`src/source/rv_pkg.sv`:
```
package rv_pkg;

  // --------------------
  // Widths and basic types
  // --------------------
  localparam int XLEN = 32;

  typedef logic [XLEN-1:0] word_t;
  typedef logic [4:0]      reg_idx_t;

  // Only exact encoding of EBREAK in the SYSTEM space
  localparam word_t EBREAK_INSN = 32'h0010_0073;

  // Major opcodes kept by this core
  typedef enum logic [6:0] {
    OPC_OP     = 7'b0110011,
    OPC_OP_IMM = 7'b0010011,
    OPC_LUI    = 7'b0110111,
    OPC_LOAD   = 7'b0000011,
    OPC_STORE  = 7'b0100011,
    OPC_BRANCH = 7'b1100011,
    OPC_JAL    = 7'b1101111,
    OPC_SYSTEM = 7'b1110011
  } opcode_e;

  // ALU operations, ADD is zero so a cleared control word adds
  typedef enum logic [3:0] {
    ALU_ADD    = 4'd0,
    ALU_SUB    = 4'd1,
    ALU_AND    = 4'd2,
    ALU_OR     = 4'd3,
    ALU_XOR    = 4'd4,
    ALU_SLL    = 4'd5,
    ALU_SRL    = 4'd6,
    ALU_SRA    = 4'd7,
    ALU_SLT    = 4'd8,
    ALU_SLTU   = 4'd9,
    ALU_PASS_B = 4'd10
  } alu_op_e;

  // --------------------
  // Instruction formats
  // --------------------
  typedef struct packed {
    logic [6:0] funct7;
    reg_idx_t   rs2;
    reg_idx_t   rs1;
    logic [2:0] funct3;
    reg_idx_t   rd;
    logic [6:0] opcode;
  } r_fmt_t;

  typedef struct packed {
    logic [11:0] imm_11_0;
    reg_idx_t    rs1;
    logic [2:0]  funct3;
    reg_idx_t    rd;
    logic [6:0]  opcode;
  } i_fmt_t;

  typedef struct packed {
    logic [6:0] imm_11_5;
    reg_idx_t   rs2;
    reg_idx_t   rs1;
    logic [2:0] funct3;
    logic [4:0] imm_4_0;
    logic [6:0] opcode;
  } s_fmt_t;

  // Branch offset bits are scrambled across the word
  typedef struct packed {
    logic       imm_12;
    logic [5:0] imm_10_5;
    reg_idx_t   rs2;
    reg_idx_t   rs1;
    logic [2:0] funct3;
    logic [3:0] imm_4_1;
    logic       imm_11;
    logic [6:0] opcode;
  } b_fmt_t;

  typedef struct packed {
    logic       imm_20;
    logic [9:0] imm_10_1;
    logic       imm_11;
    logic [7:0] imm_19_12;
    reg_idx_t   rd;
    logic [6:0] opcode;
  } j_fmt_t;

  // One fetched word, seen through each format
  typedef union packed {
    r_fmt_t r_fmt;
    i_fmt_t i_fmt;
    s_fmt_t s_fmt;
    b_fmt_t b_fmt;
    j_fmt_t j_fmt;
  } instr_u;

  // --------------------
  // Control and stage registers
  // --------------------
  typedef struct packed {
    logic    reg_write;
    logic    mem_read;
    logic    mem_write;
    logic    is_branch;
    logic    branch_ne;
    logic    is_jal;
    logic    alu_src_imm;
    alu_op_e alu_op;
    logic    is_ebreak;
    logic    is_illegal;
  } ctrl_t;

  typedef struct packed {
    logic  valid;
    word_t pc;
    word_t instr;
  } if_id_t;

  typedef struct packed {
    logic     valid;
    word_t    pc;
    ctrl_t    ctrl;
    word_t    rs1_data;
    word_t    rs2_data;
    word_t    imm;
    reg_idx_t rd;
  } id_ex_t;

  // Result holds the ALU value, or the link address for JAL
  typedef struct packed {
    logic     valid;
    ctrl_t    ctrl;
    word_t    result;
    word_t    store_data;
    reg_idx_t rd;
  } ex_wb_t;

endpackage
```
`src/source/rv_core.sv`:
```
`timescale 1ns/1ps

module rv_core #(
  parameter rv_pkg::word_t RESET_PC = '0
) (
  input  logic          clk,
  input  logic          rst_n,
  output logic          imem_arvalid,
  output rv_pkg::word_t imem_araddr,
  input  rv_pkg::word_t imem_rdata,
  output logic          dmem_ren,
  output rv_pkg::word_t dmem_raddr,
  input  rv_pkg::word_t dmem_rdata,
  output logic          dmem_we,
  output rv_pkg::word_t dmem_waddr,
  output rv_pkg::word_t dmem_wdata,
  output logic          ebreak,
  output logic          trap
);

  import rv_pkg::*;

  // --------------------
  // Stage registers
  // --------------------
  if_id_t   if_id;
  id_ex_t   id_ex;
  ex_wb_t   ex_wb;

  // Hazard inputs from ID and EX
  reg_idx_t rs1;
  reg_idx_t rs2;
  logic     rs1_used;
  logic     rs2_used;
  reg_idx_t ex_rd;
  logic     ex_reg_write;

  // Redirect from EX
  logic     redirect;
  word_t    redirect_pc;

  // Write-back into the register file
  logic     wb_en;
  reg_idx_t wb_rd;
  word_t    wb_data;

  // Pipeline control
  logic     stall;
  logic     flush;
  logic     halted;

  rv_fetch #(
    .RESET_PC(RESET_PC)
  ) u_fetch (
    .clk         (clk),
    .rst_n       (rst_n),
    .stall       (stall),
    .flush       (flush),
    .redirect_pc (redirect_pc),
    .halted      (halted),
    .imem_arvalid(imem_arvalid),
    .imem_araddr (imem_araddr),
    .imem_rdata  (imem_rdata),
    .if_id       (if_id)
  );

  rv_decode u_decode (
    .clk     (clk),
    .rst_n   (rst_n),
    .if_id   (if_id),
    .stall   (stall),
    .flush   (flush),
    .wb_en   (wb_en),
    .wb_rd   (wb_rd),
    .wb_data (wb_data),
    .rs1     (rs1),
    .rs2     (rs2),
    .rs1_used(rs1_used),
    .rs2_used(rs2_used),
    .id_ex   (id_ex)
  );

  rv_execute u_execute (
    .clk         (clk),
    .rst_n       (rst_n),
    .id_ex       (id_ex),
    .redirect    (redirect),
    .redirect_pc (redirect_pc),
    .ex_rd       (ex_rd),
    .ex_reg_write(ex_reg_write),
    .ex_wb       (ex_wb)
  );

  rv_memwb u_memwb (
    .clk       (clk),
    .rst_n     (rst_n),
    .ex_wb     (ex_wb),
    .dmem_ren  (dmem_ren),
    .dmem_raddr(dmem_raddr),
    .dmem_rdata(dmem_rdata),
    .dmem_we   (dmem_we),
    .dmem_waddr(dmem_waddr),
    .dmem_wdata(dmem_wdata),
    .wb_en     (wb_en),
    .wb_rd     (wb_rd),
    .wb_data   (wb_data),
    .halted    (halted),
    .ebreak    (ebreak),
    .trap      (trap)
  );

  rv_hazard u_hazard (
    .rs1         (rs1),
    .rs2         (rs2),
    .rs1_used    (rs1_used),
    .rs2_used    (rs2_used),
    .ex_rd       (ex_rd),
    .ex_reg_write(ex_reg_write),
    .redirect    (redirect),
    .halted      (halted),
    .stall       (stall),
    .flush       (flush)
  );

endmodule

```
`src/source/rv_decode.sv`:
```
`timescale 1ns/1ps

module rv_decode (
  input  logic             clk,
  input  logic             rst_n,
  input  rv_pkg::if_id_t   if_id,
  input  logic             stall,
  input  logic             flush,
  input  logic             wb_en,
  input  rv_pkg::reg_idx_t wb_rd,
  input  rv_pkg::word_t    wb_data,
  output rv_pkg::reg_idx_t rs1,
  output rv_pkg::reg_idx_t rs2,
  output logic             rs1_used,
  output logic             rs2_used,
  output rv_pkg::id_ex_t   id_ex
);

  import rv_pkg::*;

  instr_u ins;
  ctrl_t  ctrl;
  word_t  imm;
  logic   use1;
  logic   use2;
  word_t  rs1_data;
  word_t  rs2_data;

  // x1..x31 only, x0 reads as zero
  word_t  regs [1:31];

  assign ins = if_id.instr;
  assign rs1 = ins.r_fmt.rs1;
  assign rs2 = ins.r_fmt.rs2;

  // Only a live instruction may cause an interlock
  assign rs1_used = use1 && if_id.valid;
  assign rs2_used = use2 && if_id.valid;

  // --------------------
  // Control decode
  // --------------------
  always_comb begin
    ctrl = '0;
    imm  = '0;
    use1 = 1'b0;
    use2 = 1'b0;
    case (opcode_e'(ins.r_fmt.opcode))
      OPC_OP: begin
        ctrl.reg_write = 1'b1;
        use1 = 1'b1;
        use2 = 1'b1;
        case ({ins.r_fmt.funct7, ins.r_fmt.funct3})
          {7'h00, 3'b000}: ctrl.alu_op = ALU_ADD;
          {7'h20, 3'b000}: ctrl.alu_op = ALU_SUB;
          {7'h00, 3'b001}: ctrl.alu_op = ALU_SLL;
          {7'h00, 3'b010}: ctrl.alu_op = ALU_SLT;
          {7'h00, 3'b011}: ctrl.alu_op = ALU_SLTU;
          {7'h00, 3'b100}: ctrl.alu_op = ALU_XOR;
          {7'h00, 3'b101}: ctrl.alu_op = ALU_SRL;
          {7'h20, 3'b101}: ctrl.alu_op = ALU_SRA;
          {7'h00, 3'b110}: ctrl.alu_op = ALU_OR;
          {7'h00, 3'b111}: ctrl.alu_op = ALU_AND;
          default:         ctrl.is_illegal = 1'b1;
        endcase
      end
      OPC_OP_IMM: begin
        ctrl.reg_write   = 1'b1;
        ctrl.alu_src_imm = 1'b1;
        use1 = 1'b1;
        imm  = {{20{ins.i_fmt.imm_11_0[11]}}, ins.i_fmt.imm_11_0};
        case (ins.i_fmt.funct3)
          3'b000: ctrl.alu_op = ALU_ADD;
          3'b010: ctrl.alu_op = ALU_SLT;
          3'b011: ctrl.alu_op = ALU_SLTU;
          3'b100: ctrl.alu_op = ALU_XOR;
          3'b110: ctrl.alu_op = ALU_OR;
          3'b111: ctrl.alu_op = ALU_AND;
          // Shift amounts sit in imm[4:0], upper bits pick the variant
          3'b001: begin
            if (ins.r_fmt.funct7 == 7'h00) ctrl.alu_op = ALU_SLL;
            else ctrl.is_illegal = 1'b1;
          end
          default: begin
            if (ins.r_fmt.funct7 == 7'h00) ctrl.alu_op = ALU_SRL;
            else if (ins.r_fmt.funct7 == 7'h20) ctrl.alu_op = ALU_SRA;
            else ctrl.is_illegal = 1'b1;
          end
        endcase
      end
      OPC_LUI: begin
        ctrl.reg_write   = 1'b1;
        ctrl.alu_src_imm = 1'b1;
        ctrl.alu_op      = ALU_PASS_B;
        imm = {if_id.instr[31:12], 12'b0};
      end
      OPC_LOAD: begin
        // Word loads only
        ctrl.reg_write   = 1'b1;
        ctrl.mem_read    = 1'b1;
        ctrl.alu_src_imm = 1'b1;
        ctrl.is_illegal  = (ins.i_fmt.funct3 != 3'b010);
        use1 = 1'b1;
        imm  = {{20{ins.i_fmt.imm_11_0[11]}}, ins.i_fmt.imm_11_0};
      end
      OPC_STORE: begin
        ctrl.mem_write   = 1'b1;
        ctrl.alu_src_imm = 1'b1;
        ctrl.is_illegal  = (ins.s_fmt.funct3 != 3'b010);
        use1 = 1'b1;
        use2 = 1'b1;
        imm  = {{20{ins.s_fmt.imm_11_5[6]}}, ins.s_fmt.imm_11_5, ins.s_fmt.imm_4_0};
      end
      OPC_BRANCH: begin
        // BEQ and BNE differ only in funct3[0]
        ctrl.is_branch  = 1'b1;
        ctrl.branch_ne  = ins.b_fmt.funct3[0];
        ctrl.is_illegal = (ins.b_fmt.funct3[2:1] != 2'b00);
        use1 = 1'b1;
        use2 = 1'b1;
        imm  = {{19{ins.b_fmt.imm_12}}, ins.b_fmt.imm_12, ins.b_fmt.imm_11,
                ins.b_fmt.imm_10_5, ins.b_fmt.imm_4_1, 1'b0};
      end
      OPC_JAL: begin
        ctrl.reg_write = 1'b1;
        ctrl.is_jal    = 1'b1;
        imm = {{11{ins.j_fmt.imm_20}}, ins.j_fmt.imm_20, ins.j_fmt.imm_19_12,
               ins.j_fmt.imm_11, ins.j_fmt.imm_10_1, 1'b0};
      end
      OPC_SYSTEM: begin
        if (if_id.instr == EBREAK_INSN) ctrl.is_ebreak = 1'b1;
        else ctrl.is_illegal = 1'b1;
      end
      default: ctrl.is_illegal = 1'b1;
    endcase

    // An illegal word must not write anything or read sources
    if (ctrl.is_illegal) begin
      ctrl = '0;
      ctrl.is_illegal = 1'b1;
      use1 = 1'b0;
      use2 = 1'b0;
    end
  end

  // --------------------
  // Register file
  // --------------------
  always_ff @(posedge clk) begin
    if (wb_en && (wb_rd != 5'd0)) begin
      regs[wb_rd] <= wb_data;
    end
  end

  // Same-cycle write is visible to the read
  assign rs1_data = (rs1 == 5'd0) ? '0 :
                    (wb_en && (wb_rd == rs1)) ? wb_data : regs[rs1];
  assign rs2_data = (rs2 == 5'd0) ? '0 :
                    (wb_en && (wb_rd == rs2)) ? wb_data : regs[rs2];

  // --------------------
  // ID/EX register
  // --------------------
  always_ff @(posedge clk) begin
    if (!rst_n) begin
      id_ex.valid <= 1'b0;
    end else begin
      // Bubble on interlock or redirect
      id_ex.valid    <= if_id.valid && !stall && !flush;
      id_ex.pc       <= if_id.pc;
      id_ex.ctrl     <= ctrl;
      id_ex.rs1_data <= rs1_data;
      id_ex.rs2_data <= rs2_data;
      id_ex.imm      <= imm;
      id_ex.rd       <= ins.r_fmt.rd;
    end
  end

endmodule

```
`src/source/rv_execute.sv`:
```
`timescale 1ns/1ps

module rv_execute (
  input  logic             clk,
  input  logic             rst_n,
  input  rv_pkg::id_ex_t   id_ex,
  output logic             redirect,
  output rv_pkg::word_t    redirect_pc,
  output rv_pkg::reg_idx_t ex_rd,
  output logic             ex_reg_write,
  output rv_pkg::ex_wb_t   ex_wb
);

  import rv_pkg::*;

  word_t op_a;
  word_t op_b;
  word_t alu_res;
  logic  equal;
  logic  taken;

  assign op_a = id_ex.rs1_data;
  assign op_b = id_ex.ctrl.alu_src_imm ? id_ex.imm : id_ex.rs2_data;

  // --------------------
  // ALU
  // --------------------
  always_comb begin
    case (id_ex.ctrl.alu_op)
      ALU_ADD:    alu_res = op_a + op_b;
      ALU_SUB:    alu_res = op_a - op_b;
      ALU_AND:    alu_res = op_a & op_b;
      ALU_OR:     alu_res = op_a | op_b;
      ALU_XOR:    alu_res = op_a ^ op_b;
      // Shift amount is the low five bits
      ALU_SLL:    alu_res = op_a << op_b[4:0];
      ALU_SRL:    alu_res = op_a >> op_b[4:0];
      ALU_SRA:    alu_res = $signed(op_a) >>> op_b[4:0];
      ALU_SLT:    alu_res = {{(XLEN-1){1'b0}}, $signed(op_a) < $signed(op_b)};
      ALU_SLTU:   alu_res = {{(XLEN-1){1'b0}}, op_a < op_b};
      ALU_PASS_B: alu_res = op_b;
      default:    alu_res = op_a + op_b;
    endcase
  end

  // --------------------
  // Branch and jump
  // --------------------
  // BNE inverts the equality result
  assign equal = (id_ex.rs1_data == id_ex.rs2_data);
  assign taken = id_ex.ctrl.is_branch && (equal ^ id_ex.ctrl.branch_ne);

  // Both targets are pc relative
  assign redirect    = id_ex.valid && (taken || id_ex.ctrl.is_jal);
  assign redirect_pc = id_ex.pc + id_ex.imm;

  // Destination seen by the interlock
  assign ex_rd        = id_ex.rd;
  assign ex_reg_write = id_ex.valid && id_ex.ctrl.reg_write;

  // --------------------
  // EX/WB register
  // --------------------
  always_ff @(posedge clk) begin
    if (!rst_n) begin
      ex_wb.valid <= 1'b0;
    end else begin
      ex_wb.valid      <= id_ex.valid;
      ex_wb.ctrl       <= id_ex.ctrl;
      // JAL links to the next sequential address
      ex_wb.result     <= id_ex.ctrl.is_jal ? (id_ex.pc + 32'd4) : alu_res;
      ex_wb.store_data <= id_ex.rs2_data;
      ex_wb.rd         <= id_ex.rd;
    end
  end

endmodule

```
`src/source/rv_fetch.sv`:
```
`timescale 1ns/1ps

module rv_fetch #(
  parameter rv_pkg::word_t RESET_PC = '0
) (
  input  logic           clk,
  input  logic           rst_n,
  input  logic           stall,
  input  logic           flush,
  input  rv_pkg::word_t  redirect_pc,
  input  logic           halted,
  output logic           imem_arvalid,
  output rv_pkg::word_t  imem_araddr,
  input  rv_pkg::word_t  imem_rdata,
  output rv_pkg::if_id_t if_id
);

  import rv_pkg::*;

  word_t pc;

  // Fetch stops for good once the core halts
  assign imem_arvalid = !halted;
  assign imem_araddr  = pc;

  // --------------------
  // Program counter
  // --------------------
  // Redirect beats stall, halt freezes everything
  always_ff @(posedge clk) begin
    if (!rst_n) begin
      pc <= RESET_PC;
    end else if (!halted) begin
      if (flush) begin
        pc <= redirect_pc;
      end else if (!stall) begin
        pc <= pc + 32'd4;
      end
    end
  end

  // --------------------
  // IF/ID register
  // --------------------
  always_ff @(posedge clk) begin
    if (!rst_n) begin
      if_id.valid <= 1'b0;
    end else if (flush || halted) begin
      // Drop the wrong-path word, or anything fetched after halt
      if_id.valid <= 1'b0;
    end else if (!stall) begin
      if_id.valid <= 1'b1;
      if_id.pc    <= pc;
      if_id.instr <= imem_rdata;
    end
  end

endmodule

```
`src/source/rv_hazard.sv`:
```
`timescale 1ns/1ps

module rv_hazard (
  input  rv_pkg::reg_idx_t rs1,
  input  rv_pkg::reg_idx_t rs2,
  input  logic             rs1_used,
  input  logic             rs2_used,
  input  rv_pkg::reg_idx_t ex_rd,
  input  logic             ex_reg_write,
  input  logic             redirect,
  input  logic             halted,
  output logic             stall,
  output logic             flush
);

  import rv_pkg::*;

  logic rs1_hit;
  logic rs2_hit;
  logic ex_writes;

  // --------------------
  // Read-after-write interlock
  // --------------------
  // x0 never carries a dependency
  assign ex_writes = ex_reg_write && (ex_rd != reg_idx_t'(0));

  assign rs1_hit = rs1_used && (rs1 == ex_rd);
  assign rs2_hit = rs2_used && (rs2 == ex_rd);

  // One cycle is enough since WB bypasses into the read
  assign stall = !halted && ex_writes && (rs1_hit || rs2_hit);

  // Taken branch or JAL kills the two younger slots
  assign flush = redirect;

endmodule

```
`src/source/rv_memwb.sv`:
```
`timescale 1ns/1ps

module rv_memwb (
  input  logic             clk,
  input  logic             rst_n,
  input  rv_pkg::ex_wb_t   ex_wb,
  output logic             dmem_ren,
  output rv_pkg::word_t    dmem_raddr,
  input  rv_pkg::word_t    dmem_rdata,
  output logic             dmem_we,
  output rv_pkg::word_t    dmem_waddr,
  output rv_pkg::word_t    dmem_wdata,
  output logic             wb_en,
  output rv_pkg::reg_idx_t wb_rd,
  output rv_pkg::word_t    wb_data,
  output logic             halted,
  output logic             ebreak,
  output logic             trap
);

  import rv_pkg::*;

  logic retire;

  // Nothing retires after a halt
  assign retire = ex_wb.valid && !halted;

  // --------------------
  // Data memory
  // --------------------
  // Zero-latency memory, read data comes back this cycle
  assign dmem_ren   = retire && ex_wb.ctrl.mem_read;
  assign dmem_raddr = ex_wb.result;
  assign dmem_we    = retire && ex_wb.ctrl.mem_write;
  assign dmem_waddr = ex_wb.result;
  assign dmem_wdata = ex_wb.store_data;

  // --------------------
  // Write-back
  // --------------------
  assign wb_en   = retire && ex_wb.ctrl.reg_write;
  assign wb_rd   = ex_wb.rd;
  assign wb_data = ex_wb.ctrl.mem_read ? dmem_rdata : ex_wb.result;

  // Sticky flags, cleared only by reset
  always_ff @(posedge clk) begin
    if (!rst_n) begin
      halted <= 1'b0;
      ebreak <= 1'b0;
      trap   <= 1'b0;
    end else begin
      halted <= halted || (retire && (ex_wb.ctrl.is_ebreak || ex_wb.ctrl.is_illegal));
      ebreak <= ebreak || (retire && ex_wb.ctrl.is_ebreak);
      trap   <= trap || (retire && ex_wb.ctrl.is_illegal);
    end
  end

endmodule

```
`config.mk`:
```
export PLATFORM = sky130hd
export DESIGN_NAME = rv_core
export DESIGN_NICKNAME = d
export VERILOG_FILES = /design/src/source/rv_pkg.sv /design/src/source/rv_core.sv /design/src/source/rv_decode.sv /design/src/source/rv_execute.sv /design/src/source/rv_fetch.sv /design/src/source/rv_hazard.sv /design/src/source/rv_memwb.sv
export SDC_FILE = /design/constraint.sdc
export NUM_CORES = 2
export LEC_CHECK = 0
export BUFFER_PORTS_ARGS = -buffer_cell sky130_fd_sc_hd__buf_2
export CAP_MARGIN = 25
export CORE_MARGIN = 10
export CORE_UTILIZATION = 50
export DETAILED_ROUTE_END_ITERATION = 12
export PLACE_DENSITY = 0.71
export SYNTH_ARGS = -nofsm -noshare
export SYNTH_HDL_FRONTEND = slang
export SYNTH_SLANG_ARGS = --single-unit
```
`constraint.sdc`:
```
create_clock -name clk -period 8.07 [get_ports clk]
set_input_delay 1.614 -clock clk [delete_from_list [all_inputs] [get_ports clk]]
set_output_delay 1.614 -clock clk [all_outputs]
set_load 0.05 [all_outputs]
```
; ---- Word level (Yosys, flattened, before mapping)
; Memories as Yosys holds them, arrays and structs flattened. A register that Yosys moved wholly into a read port is not among the register bits.
; Index checks and enable logic that the tools add are counted.
; W data, S select, Z words.
[classes]
n_shift = 3
n_reduce_logical = 52
div = 0
magnitude_cmp = 2
add_sub_neg = 5
n_mux = 34
eq_ne = 40
bitwise = 10
multipliers = 0
[ops]
columns = op, n
row1 = $pmux W32 S10, 1
row2 = $mux W32, 5
row3 = $pmux W32 S5, 1
row4 = $add A32 B3 Y32 const B, 2
row5 = $add A32 B32 Y32, 2
row6 = $lt A32 B32 Y1, 2
row7 = $eq A10 B3 Y1 const B, 4
row8 = $pmux W4 S9, 1
row9 = $and A32 B32 Y32, 1
row10 = $eq A32 B21 Y1 const B, 1
row11 = $eq A32 B32 Y1, 1
row12 = $or A32 B32 Y32, 1
row13 = $shl A32 B5 Y32, 1
row14 = $shr A32 B5 Y32, 1
row15 = $sshr A32 B5 Y32, 1
row16 = $sub A32 B32 Y32, 1
row17 = $xor A32 B32 Y32, 1
row18 = $eq A7 B6 Y1 const B, 4
row19 = $pmux W4 S7, 1
row20 = $eq A7 B7 Y1 const B, 3
row21 = $eq A10 B2 Y1 const B, 2
row22 = $eq A10 B9 Y1 const B, 2
row23 = $logic_and A1 B1 Y1, 20
row24 = $mux W1, 18
row25 = other kinds (36), 69
[word_totals]
output_inout_bits = 133
latch_bits = 0
n_memories = 1
ff_bits = 258
input_bits = 66
rom_bits = 0
word_cells = 177
ram_bits = 992
[mem_list]
columns = memory, depth, width, read_ports, rd_clocked_by_memory_dff, write_ports, line
row1 = u_decode.regs, 31, 32, 2, 2, 1, rv_decode.sv:30  ; word_t regs [1:31];

; ---- Logic depth before layout (Yosys ltp)
[depth]
word_depth = 13
depth_mapped = 18
mapped_depth_nobuf = 15

; ---- Cells and area by module
; Synthesis repeated with hierarchy kept, for this count alone.
[unflattened]
cells_unflattened = 5230
area_unflattened_um2 = 72119.2
[by_module_without_submodules]
columns = mod, cells_per_inst, area_each_um2, instances
row1 = rv_decode, 2845, 51941.1, 1
row2 = rv_execute, 1872, 14634.0, 1
row3 = rv_fetch, 340, 3973.8, 1
row4 = rv_memwb, 154, 1428.9, 1
row5 = rv_hazard, 19, 141.4, 1

; ---- Worst setup path after synthesis
; OpenSTA, ideal clock, no wires.
[synth_path]
path_kind = register to register
start = register, netlist name u_decode.id_ex[80]
end = register, netlist name u_fetch.if_id[0]
setup_slack_ns = 0.907
required_ns = 7.505
stages_incl_launch_ff = 12
arrival_time_ns = 6.597
synth_period_minus_slack_ns = 7.163
path_cell_list = edfxtp_1 -> clkbuf_1 -> xor2_1 -> nor4_1 -> nand4_1 -> nor2_1 -> xnor2_1 -> o21a_1 -> clkbuf_1 -> clkbuf_1 -> nand2_1 -> nor3_1
[synth_via]
elab_chain_cells = 8
[synth_rtl]
columns = element, line
row1 = $eq A32 B32 Y1, rv_execute.sv:50  ; assign equal = (id_ex.rs1_data == id_ex.rs2_data);
row2 = $xor A1 B1 Y1, rv_execute.sv:51  ; assign taken = id_ex.ctrl.is_branch && (equal ^ id_ex.ctrl.branch_ne);
row3 = $logic_and A1 B1 Y1, rv_execute.sv:51
row4 = $logic_or A1 B1 Y1, rv_execute.sv:54  ; assign redirect = id_ex.valid && (taken || id_ex.ctrl.is_jal);
row5 = $logic_and A1 B1 Y1, rv_execute.sv:54
row6 = $logic_or A1 B1 Y1, rv_fetch.sv:48  ; end else if (flush || halted) begin
row7 = $not A1 Y1 (no line), --
row8 = $reduce_and A3 Y1 (no line), --
; Every way passes these cells.
; A chain may end at the register's enable or synchronous reset.

; ---- Worst setup path after layout
[layout_path]
start = register, netlist name u_decode.id_ex[107]
end = register, netlist name u_execute.ex_wb[68]
[layout_via]
elab_chain_cells = 4
[layout_rtl]
columns = element, line
row1 = $mux W32 *, rv_execute.sv:23  ; assign op_b = id_ex.ctrl.alu_src_imm ? id_ex.imm : id_ex.rs2_data;
row2 = $add A32 B32 Y32 (tied with other cells), "rv_execute.sv:30, rv_execute.sv:42"
row3 = $pmux W32 S10 *, rv_execute.sv:29  ; case (id_ex.ctrl.alu_op)
row4 = $mux W32 *, rv_execute.sv:71  ; ex_wb.result <= id_ex.ctrl.is_jal ? (id_ex.pc + 32'd4) : alu_res;
; Every way passes the cells marked *; elsewhere a longest branch is shown, timed or not.

==> impl_metrics.env <==
export IMPL_status="completed"
export IMPL_reg2reg_depth=15
export IMPL_seq_power_share=0.463
export IMPL_critical_path_capture_point_type="flop"
export IMPL_hold_depth=0
export IMPL_yosys_mux_area_fraction=0.214
export IMPL_maxSlewViolCount=0
export IMPL_number_of_buffers_created_by_cts=141
export IMPL_via_per_inst=6.94
export IMPL_hold_worst_slack_ns=0.406
export IMPL_yosysWarnings=0
export IMPL_power_frac_comb=0.168
export IMPL_drc_errors=0
export IMPL_clock_insertion_delay_worst_skew_ns=0.80
export IMPL_synth_adder_area_share=0.0238
export IMPL_nets=5190
export IMPL_fmaxAchievable_mhz=176
export IMPL_global_route_wire_length_before_repair_um=344000
export IMPL_place_port_buffers=198
export IMPL_final_antenna_net_count=0
export IMPL_synth_compound_gate_area_share=0.0942
export IMPL_tritoncts="built"
export IMPL_postRouteWirelength_um=241000
export IMPL_mostFrequentLayoutCells="edfxtp_1, mux4_2, nor2_1"
export IMPL_hp_class="reg -> reg"
export IMPL_setup_violations_final=0
export IMPL_power_internal_mw=12.5
export IMPL_drt_wirelength_per_cell_um=34.5
export IMPL_grt_start_max_net_pins=159
export IMPL_synth_simple_area_share=0.0678
export IMPL_post_synth_cell_area_avg_um2=14.3
export IMPL_stdcell_area_um2=78400
export IMPL_initial_cell_density_of_the_core=0.504
export IMPL_design_portCount=199
export IMPL_place_gp_congestion=1.00
export IMPL_vias=48500
export IMPL_syn_inst=5000
export IMPL_first_global_vias=47600
export IMPL_die_width_um=398
export IMPL_area_growth_syn_to_layout_pct=9.81
export IMPL_synth_async_sr_flop_share=0
export IMPL_tightest_slew_margin_relative_to_the_limit=0.239
export IMPL_rsz0062_at_grt="false"
export IMPL_global_route_total_overflow=0
export IMPL_placement_cell_area_um2=73800
export IMPL_fin_crit_share=0.705
export IMPL_launching_element_type_of_the_critical_path="flop"
export IMPL_rr_startpoint="u_decode.id_ex[107]$_SDFFCE_PP0P_"
export IMPL_worstHoldEndpoint="u_decode.id_ex[141]$_DFFE_PP_"
export IMPL_fp_dieH_um=398
export IMPL_cts_hold_buffers=0
export IMPL_root_buffer="clkbuf_16"
export IMPL_cts_sink_count=1314
export IMPL_synth_top_family_by_area="multiplexers"
export IMPL_detail_route_iter0_violations=6406
export IMPL_worstMarginPinSlew_ns=1.14
export IMPL_synth_cell_area_um2=71400
export IMPL_setup_tns_ns=0
export IMPL_detailedPlacementHpwl_um=153000
export IMPL_synth_yosys_seq_area_share=0.547
export IMPL_placeableCoreArea_um2=142000
export IMPL_finalWorstPathRequiredPeriod_ns=5.69
export IMPL_post_cts_resized=0
export IMPL_critical_path_arrival_ns=6.23
export IMPL_postSynth_topFlopCell="edfxtp_1"
export IMPL_fin_skew_ns=0.0287
export IMPL_finalHoldViolCount=0
export IMPL_worstReg2RegEnd="u_execute.ex_wb[68]$_DFFE_PP_"
export IMPL_final_layout_size_suffix_gt1_frac=0.233
export IMPL_ir_worst_vdd_uv=238
export IMPL_layout_cells_most_common="edfxtp_1"
export IMPL_cts_clk_slew_worst_paths_ns=0.06
export IMPL_synth_cell_types=104
export IMPL_setup_crit_path_kind="reg -> reg"
export IMPL_synth_seq_cells=1314
export IMPL_clock_path_buffers=3
export IMPL_path_max_fanout=13
export IMPL_worstHoldStart="u_fetch.if_id[59]$_DFFE_PP_"
export IMPL_p_sw_frac=0.284
export IMPL_grt_use_total=0.299
export IMPL_reported_leakage_power_nw=26.6
export IMPL_total_nets_after_synthesis=5200
export IMPL_maxCapViolCount=0
export IMPL_worst_r2r_setup_slack_ns=2.38
export IMPL_timing_critical_path_required_ns=8.61
export IMPL_power_net_switching_mw=4.95
export IMPL_synth_enable_flop_cells=1276
export IMPL_number_of_antenna_violations_at_the_first_check_in_global_routing=8
export IMPL_xor_xnor_share_of_the_synthesized_area=0.0155
export IMPL_first_pass_iters=7
export IMPL_pwr_density_cell_nw_per_um2=222
export IMPL_power_clock_fraction=0.369
export IMPL_h_tree_depth=4
export IMPL_fp_dieArea_um2=158000
export IMPL_post_cts_setup_buffer_count=0
export IMPL_row_count=138
cell type report:
| cell class | instances | area (um^2) |
|---|---|---|
| Antenna cell | 3 | 7.51 |
| Clock buffer | 171 | 3710 |
| Clock inverter | 85 | 851 |
| Fill cell | 11000 | 63400 |
| Inverter | 116 | 438 |
| Multi-Input combinational cell | 3113 | 30000 |
| Sequential cell | 1314 | 39100 |
| Tap cell | 1890 | 2360 |
| Timing Repair Buffer | 304 | 1990 |
power groups by stage:
stage	sequential (mW)	combinational [mW]	clock, mW
2_1_floorplan	8.02	2.08	0
4_1_cts	8.04	2.87	6.50
3_3_place_gp	8.19	2.85	0
5_1_grt	8.05	3.09	6.78
3_5_place_dp	8.19	2.86	0
6_report	8.06	2.92	6.43
how the worst max path moves through the flow:
stage | start | end | slack, ns | cells past startpoint
after floorplan | u_decode.id_ex[80]$_SDFFCE_PN0P_ | u_fetch.if_id[0]$_DFFE_PP_ | 0.91 | 11
after global placement | u_decode.id_ex[107]$_SDFFCE_PP0P_ | u_execute.ex_wb[68]$_DFFE_PP_ | 2.62 | 13
after detailed placement | u_decode.id_ex[107]$_SDFFCE_PP0P_ | u_execute.ex_wb[68]$_DFFE_PP_ | 2.60 | 13
after CTS | u_decode.id_ex[107]$_SDFFCE_PP0P_ | u_execute.ex_wb[68]$_DFFE_PP_ | 2.60 | 13
after global routing | u_decode.id_ex[107]$_SDFFCE_PP0P_ | u_execute.ex_wb[68]$_DFFE_PP_ | 2.22 | 15
final | u_decode.id_ex[107]$_SDFFCE_PP0P_ | u_execute.ex_wb[68]$_DFFE_PP_ | 2.38 | 15
flip-flops by register name, summed over array words and instances, names as in the netlist:
register / cells
u_memwb.trap: 1
u_memwb.ebreak: 1
u_fetch.if_id: 65
u_decode.regs: 992
u_decode.id_ex: 147
u_execute.ex_wb: 75
u_memwb.halted: 1
u_fetch.imem_araddr: 32
worst max-delay path, stage by stage, from the launching register on:
cell and delay (ns):
edfxtp_1 0.89, buf_4 0.44, buf_4 0.32, mux2_2 0.39, inv_1 0.09, ha_1 0.43, nand3_1 0.17, nor3_1 0.64
and4_1 0.29, a21bo_2 0.26, a311oi_1 0.59, o211a_1 0.26, o41ai_1 0.09, xnor2_1 0.15, o221ai_1 0.14, o31a_1 0.28
logic make-up (layout without fill, tap and decap cells):
logic type	count (synthesis)	count (layout)
compound gates	1001	1001
other cells	0	3
flops	1314	1314
simple gates	1020	1020
mux	832	832
fa+ha+maj	134	134
buf+inv	573	676
xor+xnor	126	126
synth_stat cells (all sizes together), types with 13 or more instances:
cell type  number  area share
a32oi          14      0.0017
or2            13      0.0011
o221ai         25      0.0031
and2           33      0.0029
nand4          27      0.0025
and3           28      0.0025
nor3           95      0.0069
or3            18      0.0016
edfxtp       1276        0.54
nor2          321       0.017
buf           225       0.019
a21o           49      0.0052
ha            131       0.023
o22ai          31      0.0027
clkbuf        232       0.012
nor4           27      0.0024
mux2           46      0.0073
a221oi         17      0.0023
o211ai         33      0.0035
inv           113      0.0060
a21oi         264       0.019
a22oi          22      0.0023
mux4          546        0.17
dfxtp          38       0.011
o21ai         148       0.010
a211oi        190       0.020
xor2           67      0.0082
nand2         245       0.013
nand2b         25      0.0022
nand3          84      0.0059
o21bai         17      0.0018
nor2b          77      0.0067
a31oi          31      0.0027
xnor2          59      0.0072
o21a           16      0.0017
mux2i         240       0.034
per-stage QoR:
step	power [mW]	setup WS [ns]	util	instances
2_1_floorplan	10.1	0.907	-	5000
3_3_place_gp	11.0	2.62	0.520	6732
3_5_place_dp	11.0	2.60	0.520	6734
4_1_cts	17.4	2.60	0.553	6990
5_1_grt	17.9	2.22	0.553	6993
6_report	17.4	2.38	0.553	6996
metal layers:
metal	global-route usage	vias up	wire (um)
met5	0	-	9
met1	0.388	24700	87300
met4	0.160	2	14700
met3	0.0627	630	25700
li1	-	20000	-
met2	0.472	3177	114000
Note: power is estimated with default switching activity, not from simulation.
